==> config.mk <==
export PLATFORM = sky130hd
export DESIGN_NAME = uart_rx_top
export DESIGN_NICKNAME = d
export VERILOG_FILES = /design/src/common/uart_rx_pkg.sv /design/src/common/rx_fifo_if.sv /design/src/rx_frame/rx_frame_fsm.sv /design/src/source/rx_fifo.sv /design/src/source/rx_irq_ctrl.sv /design/src/source/uart_rx_top.sv
export SDC_FILE = /design/constraint.sdc
export NUM_CORES = 1
export LEC_CHECK = 0
export BUFFER_PORTS_ARGS = -buffer_cell sky130_fd_sc_hd__buf_2
export CAP_MARGIN = 40
export CORE_MARGIN = 2
export CORE_UTILIZATION = 35
export DETAILED_ROUTE_END_ITERATION = 10
export GPL_ROUTABILITY_DRIVEN = 1
export HOLD_SLACK_MARGIN = 0.08
export MAX_ROUTING_LAYER = met4
export PLACE_DENSITY_LB_ADDON = 0.08
export SYNTH_ARGS = -nofsm -noshare
export SYNTH_HDL_FRONTEND = slang
export SYNTH_SLANG_ARGS = --single-unit
export TNS_END_PERCENT = 20
==> constraint.sdc <==
create_clock -name clk_i -period 4.1 [get_ports clk_i]
set_clock_uncertainty 0.2 [all_clocks]
set_input_delay 0.205 -clock clk_i [delete_from_list [all_inputs] [get_ports clk_i]]
set_output_delay 0.205 -clock clk_i [all_outputs]
set_load 0.005 [all_outputs]
==> src/common/uart_rx_pkg.sv <==
// --------------------
// Shared widths, codes and FIFO entry layout for the UART receiver
// FIFO_DEPTH must stay a power of two for the pointer wrap in the FIFO
// --------------------
package uart_rx_pkg;

    // Oversampling of the serial line
    localparam int OVERSAMPLE = 16;
    // Tick count at the middle of the start bit
    localparam int MID_TICK   = 7;
    localparam int FIFO_DEPTH = 32;

    typedef logic [7:0]  rx_byte_t;
    typedef logic [3:0]  tick_cnt_t;
    typedef logic [2:0]  bit_cnt_t;
    // One bit wider than the pointer so a full FIFO can be told apart
    typedef logic [5:0]  fifo_count_t;
    typedef logic [1:0]  data_width_t;
    typedef logic [1:0]  parity_mode_t;
    typedef logic        stop_bits_t;
    typedef logic [10:0] rx_entry_t;

    // Width codes, the data bit count is code plus five
    localparam data_width_t DW_5BIT = 2'd0;
    localparam data_width_t DW_6BIT = 2'd1;
    localparam data_width_t DW_7BIT = 2'd2;
    localparam data_width_t DW_8BIT = 2'd3;

    // Any code with bit 1 set disables parity
    localparam parity_mode_t PAR_EVEN = 2'd0;
    localparam parity_mode_t PAR_ODD  = 2'd1;

    localparam stop_bits_t SB_1BIT = 1'b0;
    localparam stop_bits_t SB_2BIT = 1'b1;

    // Flag positions above the data byte in a FIFO entry
    localparam int PARITY_ERR_BIT = 8;
    localparam int FRAME_ERR_BIT  = 9;
    localparam int OVERRUN_BIT    = 10;

    typedef enum logic [2:0] {RX_IDLE, RX_START, RX_DATA, RX_PARITY, RX_STOP} rx_state_e;

endpackage

==> src/common/rx_fifo_if.sv <==
// --------------------
// Links the frame receiver, the FIFO and the interrupt logic
// write is only raised while full is low, read only while empty is low
// --------------------
interface rx_fifo_if import uart_rx_pkg::*; ();

    // Write side, driven by the frame receiver
    logic        write;
    rx_entry_t   wr_data;
    logic        full;

    // Read side, head entry shown while empty is low
    logic        read;
    rx_entry_t   rd_data;
    logic        empty;

    // Number of entries currently stored
    fifo_count_t count;

    modport writer  (output write, output wr_data, input full);

    modport storage (input write, input wr_data, input read,
                     output full, output rd_data, output empty, output count);

    // The interrupt logic only watches the traffic
    modport monitor (input write, input read, input empty, input count);

    modport reader  (output read, input rd_data, input empty);

endinterface

==> src/rx_frame/rx_frame_fsm.sv <==
// --------------------
// Receives one UART frame at 16 ticks per bit and writes it to the FIFO
// Frames that end while the FIFO is full are dropped, rx_done_o still pulses
// The start bit is not checked again at its middle
// --------------------
module rx_frame_fsm import uart_rx_pkg::*; (
    input  logic         clk_i,
    input  logic         rst_n_i,
    input  logic         enable_i,
    input  logic         ov_baud_tick_i,
    input  logic         rx_i,
    input  logic         data_ready_i,
    input  data_width_t  data_width_i,
    input  parity_mode_t parity_mode_i,
    input  stop_bits_t   stop_bits_i,
    output logic         rx_done_o,
    rx_fifo_if.writer    fifo
);

    rx_state_e state;
    tick_cnt_t tick_cnt;
    bit_cnt_t  bit_cnt;
    // Set once the first of two stop bits has been sampled
    logic      stop_cnt;

    rx_byte_t  shift_reg;
    logic      parity_bit;
    // Stays high while every stop bit sampled so far was high
    logic      stop_ok;

    logic      bit_end;
    logic      parity_en;
    logic      last_stop;
    bit_cnt_t  last_bit;
    rx_byte_t  data_aligned;
    logic      data_xor;

    // --------------------
    // Bit timing
    // --------------------

    // Sample point of a data, parity or stop bit
    assign bit_end   = ov_baud_tick_i && (tick_cnt == tick_cnt_t'(OVERSAMPLE - 1));
    assign parity_en = !parity_mode_i[1];
    // Index of the last data bit, width code plus four
    assign last_bit  = bit_cnt_t'(data_width_i) + bit_cnt_t'(4);
    // Last stop bit sample, this is where the frame ends
    assign last_stop = (state == RX_STOP) && bit_end && ((stop_bits_i == SB_1BIT) || stop_cnt);

    always_ff @(posedge clk_i) begin
        if (!rst_n_i) begin
            state    <= RX_IDLE;
            tick_cnt <= '0;
            bit_cnt  <= '0;
            stop_cnt <= 1'b0;
        end else begin
            case (state)
                RX_IDLE: begin
                    // A low line starts a frame
                    if (enable_i && !rx_i) begin
                        tick_cnt <= '0;
                        state    <= RX_START;
                    end
                end
                RX_START: begin
                    if (ov_baud_tick_i) begin
                        if (tick_cnt == tick_cnt_t'(MID_TICK)) begin
                            // From here on every wrap lands mid bit
                            tick_cnt <= '0;
                            bit_cnt  <= '0;
                            state    <= RX_DATA;
                        end else begin
                            tick_cnt <= tick_cnt + 1'b1;
                        end
                    end
                end
                RX_DATA, RX_PARITY, RX_STOP: begin
                    // The counter wraps by itself at OVERSAMPLE
                    if (ov_baud_tick_i) begin
                        tick_cnt <= tick_cnt + 1'b1;
                    end
                    if (bit_end) begin
                        if (state == RX_DATA) begin
                            bit_cnt <= bit_cnt + 1'b1;
                            if (bit_cnt == last_bit) begin
                                stop_cnt <= 1'b0;
                                state    <= parity_en ? RX_PARITY : RX_STOP;
                            end
                        end else if (state == RX_PARITY) begin
                            state <= RX_STOP;
                        end else if (last_stop) begin
                            state <= RX_IDLE;
                        end else begin
                            stop_cnt <= 1'b1;
                        end
                    end
                end
                default: state <= RX_IDLE;
            endcase
        end
    end

    // --------------------
    // Data path
    // --------------------

    always_ff @(posedge clk_i) begin
        if (bit_end) begin
            if (state == RX_DATA) begin
                // LSB first, bits enter at the top and move down
                shift_reg <= {rx_i, shift_reg[7:1]};
                stop_ok   <= 1'b1;
            end
            if (state == RX_PARITY) begin
                parity_bit <= rx_i;
            end
            if (state == RX_STOP) begin
                stop_ok <= stop_ok & rx_i;
            end
        end
    end

    // Narrow frames leave the data in the upper bits of the shifter
    always_comb begin
        case (data_width_i)
            DW_5BIT: data_aligned = rx_byte_t'(shift_reg[7:3]);
            DW_6BIT: data_aligned = rx_byte_t'(shift_reg[7:2]);
            DW_7BIT: data_aligned = rx_byte_t'(shift_reg[7:1]);
            default: data_aligned = shift_reg;
        endcase
    end

    // Zero padding does not change the XOR
    assign data_xor = ^data_aligned ^ parity_bit;

    always_comb begin
        fifo.wr_data      = '0;
        fifo.wr_data[7:0] = data_aligned;
        // Even parity wants a zero XOR, odd parity a one
        if (parity_mode_i == PAR_EVEN) begin
            fifo.wr_data[PARITY_ERR_BIT] = data_xor;
        end else if (parity_mode_i == PAR_ODD) begin
            fifo.wr_data[PARITY_ERR_BIT] = !data_xor;
        end
        // The last stop bit is taken straight from the line
        fifo.wr_data[FRAME_ERR_BIT] = !(stop_ok && rx_i);
        // Previous data has not been collected yet
        fifo.wr_data[OVERRUN_BIT]   = data_ready_i;
    end

    assign rx_done_o  = last_stop;
    assign fifo.write = last_stop && !fifo.full;

endmodule

==> src/source/rx_fifo.sv <==
// --------------------
// First-word-fall-through FIFO, head entry is visible without a read
// Writes and reads are not checked against full and empty here
// --------------------
module rx_fifo import uart_rx_pkg::*; (
    input  logic       clk_i,
    input  logic       rst_n_i,
    rx_fifo_if.storage fifo
);

    rx_entry_t                       mem [FIFO_DEPTH];
    logic [$clog2(FIFO_DEPTH)-1:0]   wr_ptr;
    logic [$clog2(FIFO_DEPTH)-1:0]   rd_ptr;
    fifo_count_t                     count;

    // --------------------
    // Storage
    // --------------------

    always_ff @(posedge clk_i) begin
        if (fifo.write) begin
            mem[wr_ptr] <= fifo.wr_data;
        end
    end

    // --------------------
    // Pointers and fill level
    // --------------------

    always_ff @(posedge clk_i) begin
        if (!rst_n_i) begin
            wr_ptr <= '0;
            rd_ptr <= '0;
            count  <= '0;
        end else begin
            // Pointers wrap naturally since the depth is a power of two
            if (fifo.write) begin
                wr_ptr <= wr_ptr + 1'b1;
            end
            if (fifo.read) begin
                rd_ptr <= rd_ptr + 1'b1;
            end
            case ({fifo.write, fifo.read})
                2'b10:   count <= count + 1'b1;
                2'b01:   count <= count - 1'b1;
                // Both at once keep the level
                default: count <= count;
            endcase
        end
    end

    // Head entry falls through to the read port
    assign fifo.rd_data = mem[rd_ptr];
    assign fifo.count   = count;
    assign fifo.empty   = (count == '0);
    assign fifo.full    = (count == fifo_count_t'(FIFO_DEPTH));

endmodule

==> src/source/rx_irq_ctrl.sv <==
// --------------------
// Data-ready interrupt, per frame in standard mode, by fill level in stream mode
// A stream threshold of zero stands for a full FIFO
// --------------------
module rx_irq_ctrl import uart_rx_pkg::*; (
    input  logic        clk_i,
    input  logic        rst_n_i,
    input  logic        stream_mode_i,
    input  fifo_count_t threshold_i,
    rx_fifo_if.monitor  fifo,
    output logic        data_ready_o
);

    fifo_count_t thr_eff;
    fifo_count_t level_after_write;
    logic        going_empty;

    assign thr_eff = (threshold_i == '0) ? fifo_count_t'(FIFO_DEPTH) : threshold_i;

    // Fill level once the current write has landed
    assign level_after_write = fifo.read ? fifo.count : fifo.count + 1'b1;

    // FIFO is empty now, or the read in this cycle takes the last entry
    assign going_empty = (fifo.empty || (fifo.read && (fifo.count == fifo_count_t'(1))))
                         && !fifo.write;

    always_ff @(posedge clk_i) begin
        if (!rst_n_i) begin
            data_ready_o <= 1'b0;
        end else if (!stream_mode_i) begin
            // Standard mode, a read wins over a write in the same cycle
            if (fifo.read) begin
                data_ready_o <= 1'b0;
            end else if (fifo.write) begin
                data_ready_o <= 1'b1;
            end
        end else begin
            // Stream mode, stays set until the FIFO drains
            if (fifo.write && (level_after_write >= thr_eff)) begin
                data_ready_o <= 1'b1;
            end else if (going_empty) begin
                data_ready_o <= 1'b0;
            end
        end
    end

endmodule

==> src/source/uart_rx_top.sv <==
// --------------------
// UART receiver with receive FIFO and data-ready interrupt
// Data and error outputs show the head entry and are valid while fifo_empty_o is low
// fifo_read_i must only be raised while fifo_empty_o is low
// --------------------
module uart_rx_top import uart_rx_pkg::*; (
    input  logic         clk_i,
    input  logic         rst_n_i,
    input  logic         enable_i,
    input  logic         ov_baud_tick_i,
    input  logic         rx_i,
    input  logic         fifo_read_i,
    input  logic         stream_mode_i,
    input  fifo_count_t  threshold_i,
    input  data_width_t  data_width_i,
    input  parity_mode_t parity_mode_i,
    input  stop_bits_t   stop_bits_i,
    output rx_byte_t     rx_data_o,
    output logic         parity_error_o,
    output logic         frame_error_o,
    output logic         overrun_error_o,
    output logic         rx_done_o,
    output logic         data_ready_o,
    output logic         fifo_full_o,
    output logic         fifo_empty_o
);

    rx_fifo_if fifo_if ();

    // --------------------
    // Receive path
    // --------------------

    rx_frame_fsm u_rx_frame_fsm (
        .clk_i          (clk_i),
        .rst_n_i        (rst_n_i),
        .enable_i       (enable_i),
        .ov_baud_tick_i (ov_baud_tick_i),
        .rx_i           (rx_i),
        // Pending data makes the next frame an overrun
        .data_ready_i   (data_ready_o),
        .data_width_i   (data_width_i),
        .parity_mode_i  (parity_mode_i),
        .stop_bits_i    (stop_bits_i),
        .rx_done_o      (rx_done_o),
        .fifo           (fifo_if.writer)
    );

    rx_fifo u_rx_fifo (
        .clk_i   (clk_i),
        .rst_n_i (rst_n_i),
        .fifo    (fifo_if.storage)
    );

    rx_irq_ctrl u_rx_irq_ctrl (
        .clk_i         (clk_i),
        .rst_n_i       (rst_n_i),
        .stream_mode_i (stream_mode_i),
        .threshold_i   (threshold_i),
        .fifo          (fifo_if.monitor),
        .data_ready_o  (data_ready_o)
    );

    // --------------------
    // Read port
    // --------------------

    assign fifo_if.read    = fifo_read_i;
    assign rx_data_o       = fifo_if.rd_data[7:0];
    assign parity_error_o  = fifo_if.rd_data[PARITY_ERR_BIT];
    assign frame_error_o   = fifo_if.rd_data[FRAME_ERR_BIT];
    assign overrun_error_o = fifo_if.rd_data[OVERRUN_BIT];
    assign fifo_full_o     = fifo_if.full;
    assign fifo_empty_o    = fifo_if.empty;

endmodule

==> Word-level counts from Yosys, hierarchy flattened <==
Memories as Yosys holds them, arrays and structs flattened. A register that Yosys moved wholly into a read port is not among the register bits.
Index checks and enable logic that the tools add are counted.
{ "classes": {"addsub": 7, "eq_ne": 26, "n_reduce_logical": 36, "mux": 41, "magnitude_cmp": 1, "bitwise": 3} }
{ "ops": {"columns": ["operator", "count"], "rows": [
  ["2-to-1 mux 3 bit", 13],
  ["case mux 8 bit (3 select lines)", 1],
  ["2-to-1 mux 4 bit", 4],
  ["2-to-1 mux 1 bit", 15],
  ["logical NOT 6 bit", 2],
  ["2-to-1 mux 6 bit", 2],
  ["case mux 4 bit (3 select lines)", 1],
  ["case mux 6 bit (2 select lines)", 1],
  ["adder 5 x 1 -> 5 bit, second input constant", 2],
  ["2-to-1 mux 5 bit", 2],
  ["inequality test 2 x 1 -> 1 bit, second input constant", 5],
  ["AND reduction 5 bit", 2],
  ["logical AND 1 bit", 9],
  ["case mux 3 bit (3 select lines)", 1],
  ["inequality test 2 bit, second input constant", 4],
  ["AND reduction 2 bit", 4],
  ["XOR reduction 8 bit", 1],
  ["adder 6 x 1 -> 6 bit, second input constant", 1],
  ["== test 2 x 1 -> 1 bit, second input constant", 3],
  ["== test 3 x 2 -> 1 bit, second input constant", 2],
  ["== test 6 x 1 -> 1 bit, second input constant", 1],
  ["== test 6 bit, second input constant", 1],
  ["greater-or-equal comparator 6 bit", 1],
  ["case mux 3 bit (2 select lines)", 1],
  ["other kinds (25)", 35]
]} }
{ "word_totals": {"elab_cells": 126, "mem_bits_rw": 352, "in_bits": 18, "memories": 1, "regBits": 38} }
{ "mem_list": {"columns": ["memory", "words", "word_bits", "read_ports", "rd_ports_with_merged_regs", "write_ports", "line_no", "rtl"], "rows": [
  ["u_rx_fifo.mem", 32, 11, 1, 1, 1, "rx_fifo.sv:11", "rx_entry_t mem [FIFO_DEPTH];"]
]} }

==> Depth between registers and ports, before layout <==
Gate-level depths: netlist (run 1).
{ "logic_depth": {"depth_word": 10, "mapped_depth": 13} }

==> By module <==
From an unflattened synthesis (run 1), not the netlist that was laid out.
{ "hier_totals": {"cells_unflattened": 960, "area_unflattened_um2": 16330.7} }
{ "modules_own_cells": {"columns": ["module", "cells_each", "area_per_inst_um2", "seq_area_each_um2", "n_inst"], "rows": [
  ["rx_fifo", 788, 14642.8, 10990.5, 1],
  ["rx_frame_fsm", 129, 1337.5, 520.5, 1],
  ["rx_irq_ctrl", 43, 350.3, 20.0, 1]
]} }

==> Worst setup path after synthesis (run 1) <==
Ideal clock, no wire load.
{ "synth_timing": {"path_kind": "input-to-reg", "from": "input port data_width_i[0]", "to": "memory u_rx_fifo.mem[0][8] (netlist name) (data pin)", "arrival_ns": 2.432, "path_slack_ns": 1.117, "setup_ns": 0.351, "required_ns": 3.549, "stages": 6, "cell_sequence": "clkbuf_1 mux4_2 xor2_1 xnor2_1 xnor2_1 nor2_1"} }
{ "synth_between": {"elab_chain_len": 7} }
{ "synth_lines": {"columns": ["element", "line_no", "rtl"], "rows": [
  ["start, declared", "uart_rx_top.sv:15", "input data_width_t data_width_i,"],
  ["== test 2 bit (tied with other cells)", "rx_frame_fsm.sv:125", "case (data_width_i)"],
  ["case mux 8 bit (3 select lines) *", "rx_frame_fsm.sv:125", null],
  ["via fifo_if.wr_data[0]", "rx_fifo_if.sv:9", "rx_entry_t wr_data;"],
  ["XOR reduction 8 bit *", "rx_frame_fsm.sv:134", "assign data_xor = ^data_aligned ^ parity_bit;"],
  ["bitwise XOR 1 bit *", "rx_frame_fsm.sv:134", null],
  ["logical NOT 1 bit", "rx_frame_fsm.sv:143", "fifo.wr_data[PARITY_ERR_BIT] = !data_xor;"],
  ["2-to-1 mux 1 bit", "rx_frame_fsm.sv:142", "end else if (parity_mode_i == PAR_ODD) begin"],
  ["2-to-1 mux 1 bit *", "rx_frame_fsm.sv:140", "if (parity_mode_i == PAR_EVEN) begin"],
  ["via fifo_if.wr_data[8]", "rx_fifo_if.sv:9", null],
  ["end, declared", "rx_fifo.sv:11", null]
]} }
Mark *: on every way through the listed nets, which the timed path passes. The rest lies on a longest branch.

==> metrics.md, run 1 <==
| Metric | Value |
|---|---|
| Pre-CTS setup slack | approximately 1.0 ns |
| DRC errors left | 0 |
| Fin Hold WS | about 0.19 ns |
| Startpoint Class | flip-flop |
| Count of pins over their slew limit | 0 |
| R2R cell count | 10 |
| Skew-Pair Late Insertion Delay | between 0.5 and 0.6 ns |
| CP required | between 3 and 4 ns |
| CTS H-Tree Depth | 2 |
| Remaining global-route overflow | 0 |
| First-pass GRT wire length | ~57000 microns |
| Diode count | 0 |
| Leakage | 6.025 nW |
| Combinational share of power | between 5 and 6% |
| Proportion of power drawn by the clock network | 42.5% |
| Avg WL per Cell | roughly 24 microns |
| Max FFs per register | between 300 and 400 |
| CP max FO | 35 |
| DR pass1 iterations | 7 |
| Max Root-Sink Buffers | 3 |
| Critical Path AT | ~3.2 ns |
| Layout Nets | about 960 |
| Ys Warns | 0 |
| Floorplan die width | about 220 microns |
| CTS Buf Count | 43 |
| CP Capture Type | primary output |
| Fin crit share | between 80% and 90% |
| Hold_sp | data_width_i[1] |
| Routability congestion estimate | approximately 0.83 |
| CTS Hold Bufs | 12 |
| CTS root buf | clkbuf_16 |
| Layout area overhead | 16.33% |
| Synth top area share | between 60 and 70% |
| CTS tree | done |
| Max_cap viols | 0 |
| Psw | approximately 1.8 mW |
| Top cell type by total area after synthesis | edfxtp_1 |
| Via count | about 8000 |
| Commonest cells in the synthesized netlist | edfxtp_1 (362), mux4_2 (104), nor2_1 (63) |
| Hold path depth | 2 |
| CTS Sinks | between 300 and 400 |
| Placed insts | around 1500 |
| Hold Fails Final Rpt | 0 |
| DIE HEIGHT | around 220 microns |
| Synth Cell Area | 16090 sq um |
| Input/output buffers | 32 |
| Largest net degree at the start of global routing | 45 |
| Antenna-violating nets left | 0 |
| Number of cell rows | a little under 80 |
| Mapped Nets | approximately 860 |
| Yosys reg bits | 395 |
| Core ar. | about 45000 sq um |
| Worst Max-Slew Pin Slew | 0.9083 ns |
| Final Util | roughly two fifths |
| PwrDens | about 460 nW/um^2 |
| Sequential fraction of design power | 51.7% |
| Setup WS post-layout | 0.5285 ns |
| Share of layout cells above drive strength 1 | between 20% and 30% |
| Final HPWL DP | ~23000 microns |
| Drt total wl | ~38000 microns |
| Starting DRC count in detailed routing | slightly above 700 |
| Final setup viols | 0 |
| Sequential share of the synthesized area | between 70% and 80% |
| Ports | 33 |
| Synth cell types | 52 |
| Switch share | a little over a fifth |
| Non-filler cells, final | ~1600 |
| Worst hold path class | primary input to flip-flop |
| Cells after Synth | just over 800 |
| Slew headroom | between 30 and 40% |
| Worst R2R Start | u_rx_fifo.fifo.count[0] |
| Minimum clock period | between 3 and 4 ns |
| Achievable frequency | between 200 and 300 MHz |
| Die area | around 48000 sq um |
| Status | complete, no violations |
| Post-synth ARST share | 0% |
| Vias/cell | between 5 and 6 |
| Post-Syn Area per Cell | slightly below 20 sq um |
| Cell with the most instances after synthesis | edfxtp_1 |
| Maximum vdd drop | 234.1 uV |
| Global router's overall resource usage | between 10% and 20% |
| Primary FF master, synth | edfxtp_1 |
| Worst Setup Path Type | flip-flop to primary output |
| Setup TNS | 0 ns |
| RSZ-0062 raised after global routing | false |
| Worst-path clk slew | around 0.06 ns |
| Vias in the first global route | between 8000 and 9000 |
| Int Power | around 6.8 mW |
| Post-synth EDFFs | ~360 |
| Area contributors post-synth | edfxtp_1 (68%), mux4_2 (15%), dfxtp_1 (4.1%) |
| Post-CTS setup buffer count | 0 |
| Initial antenna violation count | 1 |
| Cts repair resizes | 0 |
| Initial Util | 35.45% |
==> placed cells by master, fill, tap and decap left out, types with 11 or more instances in the layout <==
| master | Yosys | routed |
|---|---|---|
| xnor2_1 | 19 | 19 |
| ha_1 | 18 | 18 |
| inv_1 | 11 | 11 |
| buf_4 | 0 | 41 |
| xor2_1 | 14 | 14 |
| dlygate4sd3_1 | 0 | 12 |
| mux2_2 | 13 | 13 |
| mux4_2 | 104 | 104 |
| dfxtp_1 | 33 | 29 |
| nor2_1 | 63 | 62 |
| buf_2 | 9 | 32 |
| edfxtp_1 | 362 | 362 |
| nand2_1 | 26 | 26 |
| clkbuf_16 | 0 | 43 |
==> critical path, cell delays in order (launching register included) <==
cell     delay (ns)
dfxtp_4        0.70
buf_12         0.35
mux4_1         0.60
mux4_2         0.50
mux2_2         0.29
buf_2          0.13
==> power groups by stage <==
stage                     Sequential [mW]  Combinational [mW]  Clock (mW)
after floorplan                      4.50               0.385           0
after global placement               4.54               0.483           0
after detailed placement             4.54               0.499           0
after CTS                            4.45               0.509        3.76
after global routing                 4.45               0.545        3.90
final                                4.45               0.498        3.65
==> cells by family (layout without fill, tap and decap cells) <==
logic type | count (synthesis) | in the layout | share of synthesized area, %
XOR/XNOR | 33 | 33 | 1.797
AND/OR/NAND/NOR | 145 | 145 | 4.387
buffers and inverters | 58 | 182 | 1.711
AO/OA/AOI/OAI | 42 | 42 | 1.657
flip-flops | 395 | 395 | 71.68
adder cells (fa/ha/maj) | 18 | 18 | 1.400
multiplexers | 136 | 136 | 17.37
==> layout make-up <==
| cell class | count | area (sq um) |
|---|---|---|
| Fill cell | 4002 | 26670 |
| Sequential cell | 395 | 11540 |
| Multi-Input combinational cell | 374 | 4313 |
| Clock buffer | 54 | 1127 |
| Timing Repair Buffer | 93 | 753.2 |
| Tap cell | 600 | 750.7 |
| Clock inverter | 22 | 180.2 |
| Inverter | 13 | 48.80 |
==> metrics by stage <==
stage               total power, mW  instance area [sq um]
finish                        8.601                  18710
global route                  8.904                  18710
CTS                           8.719                  18710
detailed placement            5.036                  17290
global placement              5.021                  17180
floorplan                     4.882                  16090
==> final timing paths <==
check	to	slack (ns)
hold reg to reg	u_rx_frame_fsm.shift_reg[0]	0.32
setup / recovery	rx_data_o[5]	0.53
setup reg to reg	u_rx_irq_ctrl.data_ready_o	0.79
hold / removal	u_rx_fifo.mem[22][7]	0.19
==> layer usage <==
layer / track usage (%) / share of wire, %
met1: 22.08 / 44
met2: 27.71 / 50
met3: 2.617 / 4.4
met4: 4.785 / 1.9
met5: - / 0
No activity file was read; power rests on OpenSTA's default activity.
==> run 2, diff against run 1 <==
--- a/config.mk
+++ b/config.mk
@@ -8,7 +8,7 @@
 export BUFFER_PORTS_ARGS = -buffer_cell sky130_fd_sc_hd__buf_2
 export CAP_MARGIN = 40
 export CORE_MARGIN = 2
-export CORE_UTILIZATION = 35
+export CORE_UTILIZATION = 40
 export DETAILED_ROUTE_END_ITERATION = 10
 export GPL_ROUTABILITY_DRIVEN = 1
 export HOLD_SLACK_MARGIN = 0.08
==> run 2 against run 1 <==
  * Flip-flop and latch count is the same
  * Design area down 1.1%
  * Via count down 0.32%
  * Clock-buffer cell count down 2
  * Register-to-register slack better by 0.25 ns
  * Routed wire length fell by 5.2%
  * Setup slack lost 0.0028 ns
  * Final cell count fell by 5.4%
  * Worst hold slack got worse by 0.047 ns
  * Critical path type unchanged
  * Largest power group unchanged
  * Highest routed layer unchanged
==> metrics.md, run 2 (synthesized netlist as in run 1, its figures left out) <==
| Metric | Value |
|---|---|
| Avg WL per Cell | 24.54 microns (was 24.49 microns) |
| Input/output buffers | 32 (unchanged) |
| PwrDens | 460.8 nW/um^2 (was 459.6 nW/um^2) |
| Layout Nets | 952 (was 956) |
| Hold Fails Final Rpt | 0 (unchanged) |
| Met3 usage | 2.832% (was 2.617%) |
| Routability congestion estimate | 0.9262 (was 0.8322) |
| Initial antenna violation count | 0 (was 1) |
| First-pass GRT wire length | 53740 microns (was 56560 microns) |
| Leakage | 5.976 nW (was 6.025 nW) |
| Diode count | 0 (unchanged) |
| Layout area overhead | 15.01% (was 16.33%) |
| Global routing usage on met2 | 29.32% (was 27.71%) |
| Commonest non-fill, non-tap cells in the layout | edfxtp_1 (362), mux4_2 (104), nor2_1 (62) (unchanged) |
| Number of cell rows | 73 (was 78) |
| GRT Max-Usage Layer | met2 (unchanged) |
| Max Root-Sink Buffers | 3 (unchanged) |
| CTS Buf Count | 42 (was 43) |
| Status | complete, no violations (unchanged) |
| Achievable frequency | 279.8 MHz (was 280.0 MHz) |
| CTS H-Tree Depth | 2 (unchanged) |
| Commonest non-fill, non-tap cell in the layout | edfxtp_1 (unchanged) |
| CTS tree | done (unchanged) |
| Worst-path clk slew | 0.06 ns (about the same) |
| Starting DRC count in detailed routing | 637 (was 726) |
| CP max FO | 23 (was 35) |
| Proportion of power drawn by the clock network | 41.8% (was 42.5%) |
| Final Util | 46.57% (was 41.24%) |
| Design area | 18500 sq um (was 18710 sq um) |
| Via count | 8040 (was 8066) |
| Final setup viols | 0 (unchanged) |
| Placed insts | 1386 (was 1463) |
| Psw | 1.779 mW (was 1.820 mW) |
| Slew headroom | 48.28% (was 39.31%) |
| Worst Max-Slew Pin Slew | 0.7748 ns (was 0.9083 ns) |
| Core ar. | 39730 sq um (was 45380 sq um) |
| Setup TNS | 0 ns (unchanged) |
| Pre-CTS setup slack | 0.8183 ns (was 1.030 ns) |
| Fin crit share | 87.18% (was 87.11%) |
| Post-DP Area | 17120 sq um (was 17290 sq um) |
| Design Power | 8.525 mW (was 8.601 mW) |
| Minimum clock period | 3.574 ns (was 3.571 ns) |
| Vias/cell | 5.481 (was 5.201) |
| Share of layout cells above drive strength 1 | 28.03% (was 28.39%) |
| Worst Setup Path Type | flip-flop to primary output (unchanged) |
| Initial Util | 40.49% (was 35.45%) |
| Largest net degree at the start of global routing | 66 (was 45) |
| Setup WS post-layout | 0.5257 ns (was 0.5285 ns) |
| DR pass1 iterations | 6 (was 7) |
| Worst hold path class | primary input to flip-flop (unchanged) |
| Max FFs per register | 352 (unchanged) |
| Switch share | 20.87% (was 21.16%) |
| Critical Path AT | 3.17 ns (about the same) |
| Hold_sp | threshold_i[5] (was data_width_i[1]) |
| Non-filler cells, final | 1467 (was 1551) |
| Vias in the first global route | 8380 (was 8560) |
| Int Power | 6.746 mW (was 6.781 mW) |
| Fin Hold WS | 0.1457 ns (was 0.1926 ns) |
| Remaining global-route overflow | 0 (unchanged) |
| Final HPWL DP | 22010 microns (was 22720 microns) |
| Worst R2R Start | u_rx_frame_fsm.state[2] (was u_rx_fifo.fifo.count[0]) |
| Global routing usage on met1 | 24.72% (was 22.08%) |
| Die area | 41840 sq um (was 47690 sq um) |
| Post-CTS setup buffer count | 0 (unchanged) |
| Antenna-violating nets left | 0 (unchanged) |
| Sequential fraction of design power | 52.2% (was 51.7%) |
| Count of pins over their slew limit | 0 (unchanged) |
| Maximum vdd drop | 261.1 uV (was 234.1 uV) |
| Combinational share of power | 6.1% (was 5.8%) |
| Floorplan die width | 204.5 microns (was 218.4 microns) |
| CP required | 3.69 ns (about the same) |
| CTS Sinks | 395 (unchanged) |
| CP Capture Type | primary output (unchanged) |
| CTS root buf | clkbuf_16 (unchanged) |
| Ports | 33 (unchanged) |
| DRC errors left | 0 (unchanged) |
| Skew-Pair Late Insertion Delay | 0.55 ns (was 0.56 ns) |
| Startpoint Class | flip-flop (unchanged) |
| DIE HEIGHT | 204.5 microns (was 218.4 microns) |
| RSZ-0062 raised after global routing | false (unchanged) |
| Global router's overall resource usage | 18.38% (was 16.96%) |
| Max_cap viols | 0 (unchanged) |
| Drt total wl | 36000 microns (was 37990 microns) |
-- run 2: cell types whose count changed in the layout (fill, tap and decap cells not counted), moves of 2 or more --
cell / previous run / this run
clkinv_2: 8 / 5
buf_16: 2 / 0
buf_4: 41 / 43
dlygate4sd3_1: 12 / 10
-- run 2: worst max-delay path, stage by stage, from the launching register on --
cell and delay (ns):
dfxtp_4 0.68, buf_4 0.36, mux4_2 0.58, mux4_2 0.53, mux2_2 0.32, buf_2 0.14
-- run 2: routing by layer --
metal	part of all wire, %	vias to the layer above	routed length (microns)
met5	0	-	0
met4	1.8	0	655
met3	5.5	47	1967
met2	48	222	17430
met1	44	4248	15940
li1	-	3523	-
-- run 2: path summary, 6_finish.rpt --
check                                                   end  slack (ns)  cells past startpoint
worst min-delay path             u_rx_irq_ctrl.data_ready_o        0.15                      6
worst max-delay path                           rx_data_o[7]        0.53                      5
worst min register to register  u_rx_frame_fsm.shift_reg[0]        0.29                      0
worst max register to register      u_rx_fifo.fifo.count[5]        1.04                      9
-- run 2: cell type report --
class / count / area (sq um)
clock buffer: 52 / 1110
clock inverter: 18 / 162.7
fill: 3361 / 21230
inverter: 13 / 48.80
multi-input combinational: 374 / 4305
sequential: 395 / 11540
tap: 525 / 656.9
timing repair buffer: 90 / 678.2
-- run 2: power by group through the flow --
stage                     clock (mW)  combinational [mW]  sequential, mW
after floorplan                    0               0.385            4.50
after global placement             0               0.505            4.53
after detailed placement           0               0.521            4.53
after CTS                       3.66               0.529            4.45
after global routing            3.81               0.565            4.45
final                           3.56               0.518            4.45
-- run 2: timing repair --
| action | 4_1_cts | 5_1_grt |
|---|---|---|
| hold buffers | 10 | 0 |
| hold endpoints to repair | 51 | 0 |
| gates resized for setup | 0 | 0 |
==> run 3, diff against run 2 <==
--- a/config.mk
+++ b/config.mk
@@ -8,7 +8,7 @@
 export BUFFER_PORTS_ARGS = -buffer_cell sky130_fd_sc_hd__buf_2
 export CAP_MARGIN = 40
 export CORE_MARGIN = 2
-export CORE_UTILIZATION = 40
+export CORE_UTILIZATION = 60
 export DETAILED_ROUTE_END_ITERATION = 10
 export GPL_ROUTABILITY_DRIVEN = 1
 export HOLD_SLACK_MARGIN = 0.08
==> run 3 against run 2 <==
  * Routed wire length shrank 7.8%
  * Clock power shrank 3%
  * Setup slack gained 0.036 ns
  * Flip-flop and latch count is the same
  * Global-route usage grew 6.7 points
  * Critical path type unchanged
  * Highest routed layer unchanged
  * Fmax grew 1.0%
  * Design area shrank 1.5%
==> metrics.md, run 3 (synthesized netlist as in run 1, its figures left out) <==
| Metric | Value |
|---|---|
| Status | complete, no violations (unchanged) |
| # fillers | 1578 (was 3361) |
| Crit-path most repeated cell | mux4_2 (unchanged) |
| CTS Buf Count | 40 (was 42) |
| Number of cell rows | 59 (was 73) |
| Commonest non-fill, non-tap cells in the layout | edfxtp_1 (362), mux4_2 (104), nor2_1 (62) (unchanged) |
| CTS tree | done (unchanged) |
| Die area | 28140 sq um (was 41840 sq um) |
| First-pass GRT wire length | 50180 microns (was 53740 microns) |
| Starting DRC count in detailed routing | 861 (was 637) |
| Hold Fails Final Rpt | 0 (unchanged) |
| Max FFs per register | 352 (unchanged) |
| Fin Hold WS | 0.1099 ns (was 0.1457 ns) |
| Floorplan die width | 167.7 microns (was 204.5 microns) |
| CP required | 3.69 ns (about the same) |
| Final HPWL DP | 20050 microns (was 22010 microns) |
| Max_cap viols | 0 (unchanged) |
| Reg-to-reg slack, setup | 1.12 ns (was 1.04 ns) |
| Vias in the first global route | 8114 (was 8380) |
| Crit-path max cell delay | 0.66 ns (was 0.68 ns) |
| Remaining global-route overflow | 0 (unchanged) |
| Share of layout cells above drive strength 1 | 27.97% (was 28.03%) |
| Largest net degree at the start of global routing | 43 (was 66) |
| Via count | 8063 (was 8040) |
| DIE HEIGHT | 167.7 microns (was 204.5 microns) |
| Worst Max-Slew Pin Slew | 0.7836 ns (was 0.7748 ns) |
| Diode count | 0 (unchanged) |
| Antenna-violating nets left | 0 (unchanged) |
| CP max FO | 42 (was 23) |
| Multi-input logic area | 4305 sq um (unchanged) |
| Routability congestion estimate | 0.9137 (was 0.9262) |
| DRC errors left | 0 (unchanged) |
| Register Area | 11540 sq um (about the same) |
| Count of pins over their slew limit | 0 (unchanged) |
| Layout Nets | 950 (was 952) |
| Maximum vdd drop | 292.0 uV (was 261.1 uV) |
| Commonest non-fill, non-tap cell in the layout | edfxtp_1 (unchanged) |
| Minimum clock period | 3.539 ns (was 3.574 ns) |
| Hold path depth | 6 (unchanged) |
| Final setup viols | 0 (unchanged) |
| CP max stage cell | dfxtp_4 (unchanged) |
| Skew-Pair Late Insertion Delay | 0.53 ns (was 0.55 ns) |
| Worst Setup Path Type | flip-flop to primary output (unchanged) |
| PwrDens | 461.4 nW/um^2 (was 460.8 nW/um^2) |
| Input/output buffers | 32 (unchanged) |
| Initial antenna violation count | 0 (unchanged) |
| Critical Path AT | 3.13 ns (was 3.17 ns) |
| R2R cell count | 9 (unchanged) |
| Vias/cell | 6.304 (was 5.481) |
| Global router's overall resource usage | 25.07% (was 18.38%) |
| Slew headroom | 47.69% (was 48.28%) |
| Cell Chain, Critical Path | buf_12 > mux4_2 > mux4_2 > mux2_2 > buf_2 (was buf_4 > mux4_2 > mux4_2 > mux2_2 > buf_2) |
| Startpoint Class | flip-flop (unchanged) |
| CTS root buf | clkbuf_16 (unchanged) |
| Layout area overhead | 13.32% (was 15.01%) |
| Core ar. | 26210 sq um (was 39730 sq um) |
| CTS H-Tree Depth | 2 (unchanged) |
| Achievable frequency | 282.6 MHz (was 279.8 MHz) |
| Initial Util | 61.38% (was 40.49%) |
| Leakage | 5.961 nW (was 5.976 nW) |
| CP Capture Type | primary output (unchanged) |
| DR pass1 iterations | 5 (was 6) |
| Max Root-Sink Buffers | 3 (unchanged) |
| Ports | 33 (unchanged) |
| Post-CTS setup buffer count | 0 (unchanged) |
| Worst-path clk slew | 0.06 ns (about the same) |
| Drt total wl | 33210 microns (was 36000 microns) |
| Worst hold path class | primary input to flip-flop (unchanged) |
| Setup TNS | 0 ns (unchanged) |
| Final Util | 69.56% (was 46.57%) |
| RSZ-0062 raised after global routing | false (unchanged) |
| Fin crit share | 86.31% (was 87.18%) |
| CTS Sinks | 395 (unchanged) |
| Avg WL per Cell | 25.96 microns (was 24.54 microns) |
run 3: cell count changes in the layout (fill, tap and decap cells not counted), sizes merged:
cell and change:
dlygate4sd3 -1, clkinv +1, bufinv -1, buf +1
clkbuf +2
run 3: timing repair:
item | CTS | global route
gates resized for setup | 0 | 0
hold endpoints to repair | 64 | 0
hold buffers | 9 | 0
endpoints found under the setup margin | 0 | 0
run 3: worst max-delay path, delay by kind of cell, from the launching register on:
family | cells | cell delay [ns]
mux | 3 | 1.38
flops | 1 | 0.66
buf+inv | 2 | 0.53
run 3: where the power goes:
group          switching, mW  internal [mW]
sequential            0.0477           4.40
combinational          0.250          0.250
clock                   1.44           2.02
total                   1.74           6.68
run 3: layout make-up:
class,count,area share [%]
clock buffer,54,6.068
multi-input combinational,374,23.62
tap,335,2.299
clock inverter,18,0.8305
timing repair buffer,90,3.617
sequential,395,63.30
inverter,13,0.2677
run 3: final timing paths:
| kind | from | end |
|---|---|---|
| worst max-delay path | flip-flop | rx_data_o[0] |
| worst min-delay path | threshold_i[5] | u_rx_irq_ctrl.data_ready_o |
| worst max register to register | u_rx_frame_fsm.state[2] | u_rx_fifo.fifo.count[5] |
| worst min register to register | u_rx_frame_fsm.stop_cnt | u_rx_frame_fsm.stop_cnt |
run 3: layer usage:
metal / share of wire [%] / up-vias / GRT usage [%] / wire length, microns
met5: 0 / - / - / 0
met4: 1.7 / 0 / 6.049 / 578
met3: 5.7 / 47 / 3.049 / 1901
met2: 50 / 314 / 40.35 / 16510
met1: 43 / 4183 / 35.14 / 14220
li1: - / 3519 / - / -
run 3: through the flow:
| stage | setup WS, ns | cells | area (sq um) | power (mW) |
|---|---|---|---|---|
| floorplan | 1.117 | 827 | 16090 | 4.882 |
| global placement | 1.091 | 1196 | 16860 | 5.016 |
| detailed placement | 0.8863 | 1197 | 16870 | 5.034 |
| CTS | 0.5087 | 1278 | 18220 | 8.479 |
| global route | 0.4352 | 1279 | 18230 | 8.676 |
| finish | 0.5614 | 1279 | 18230 | 8.412 |
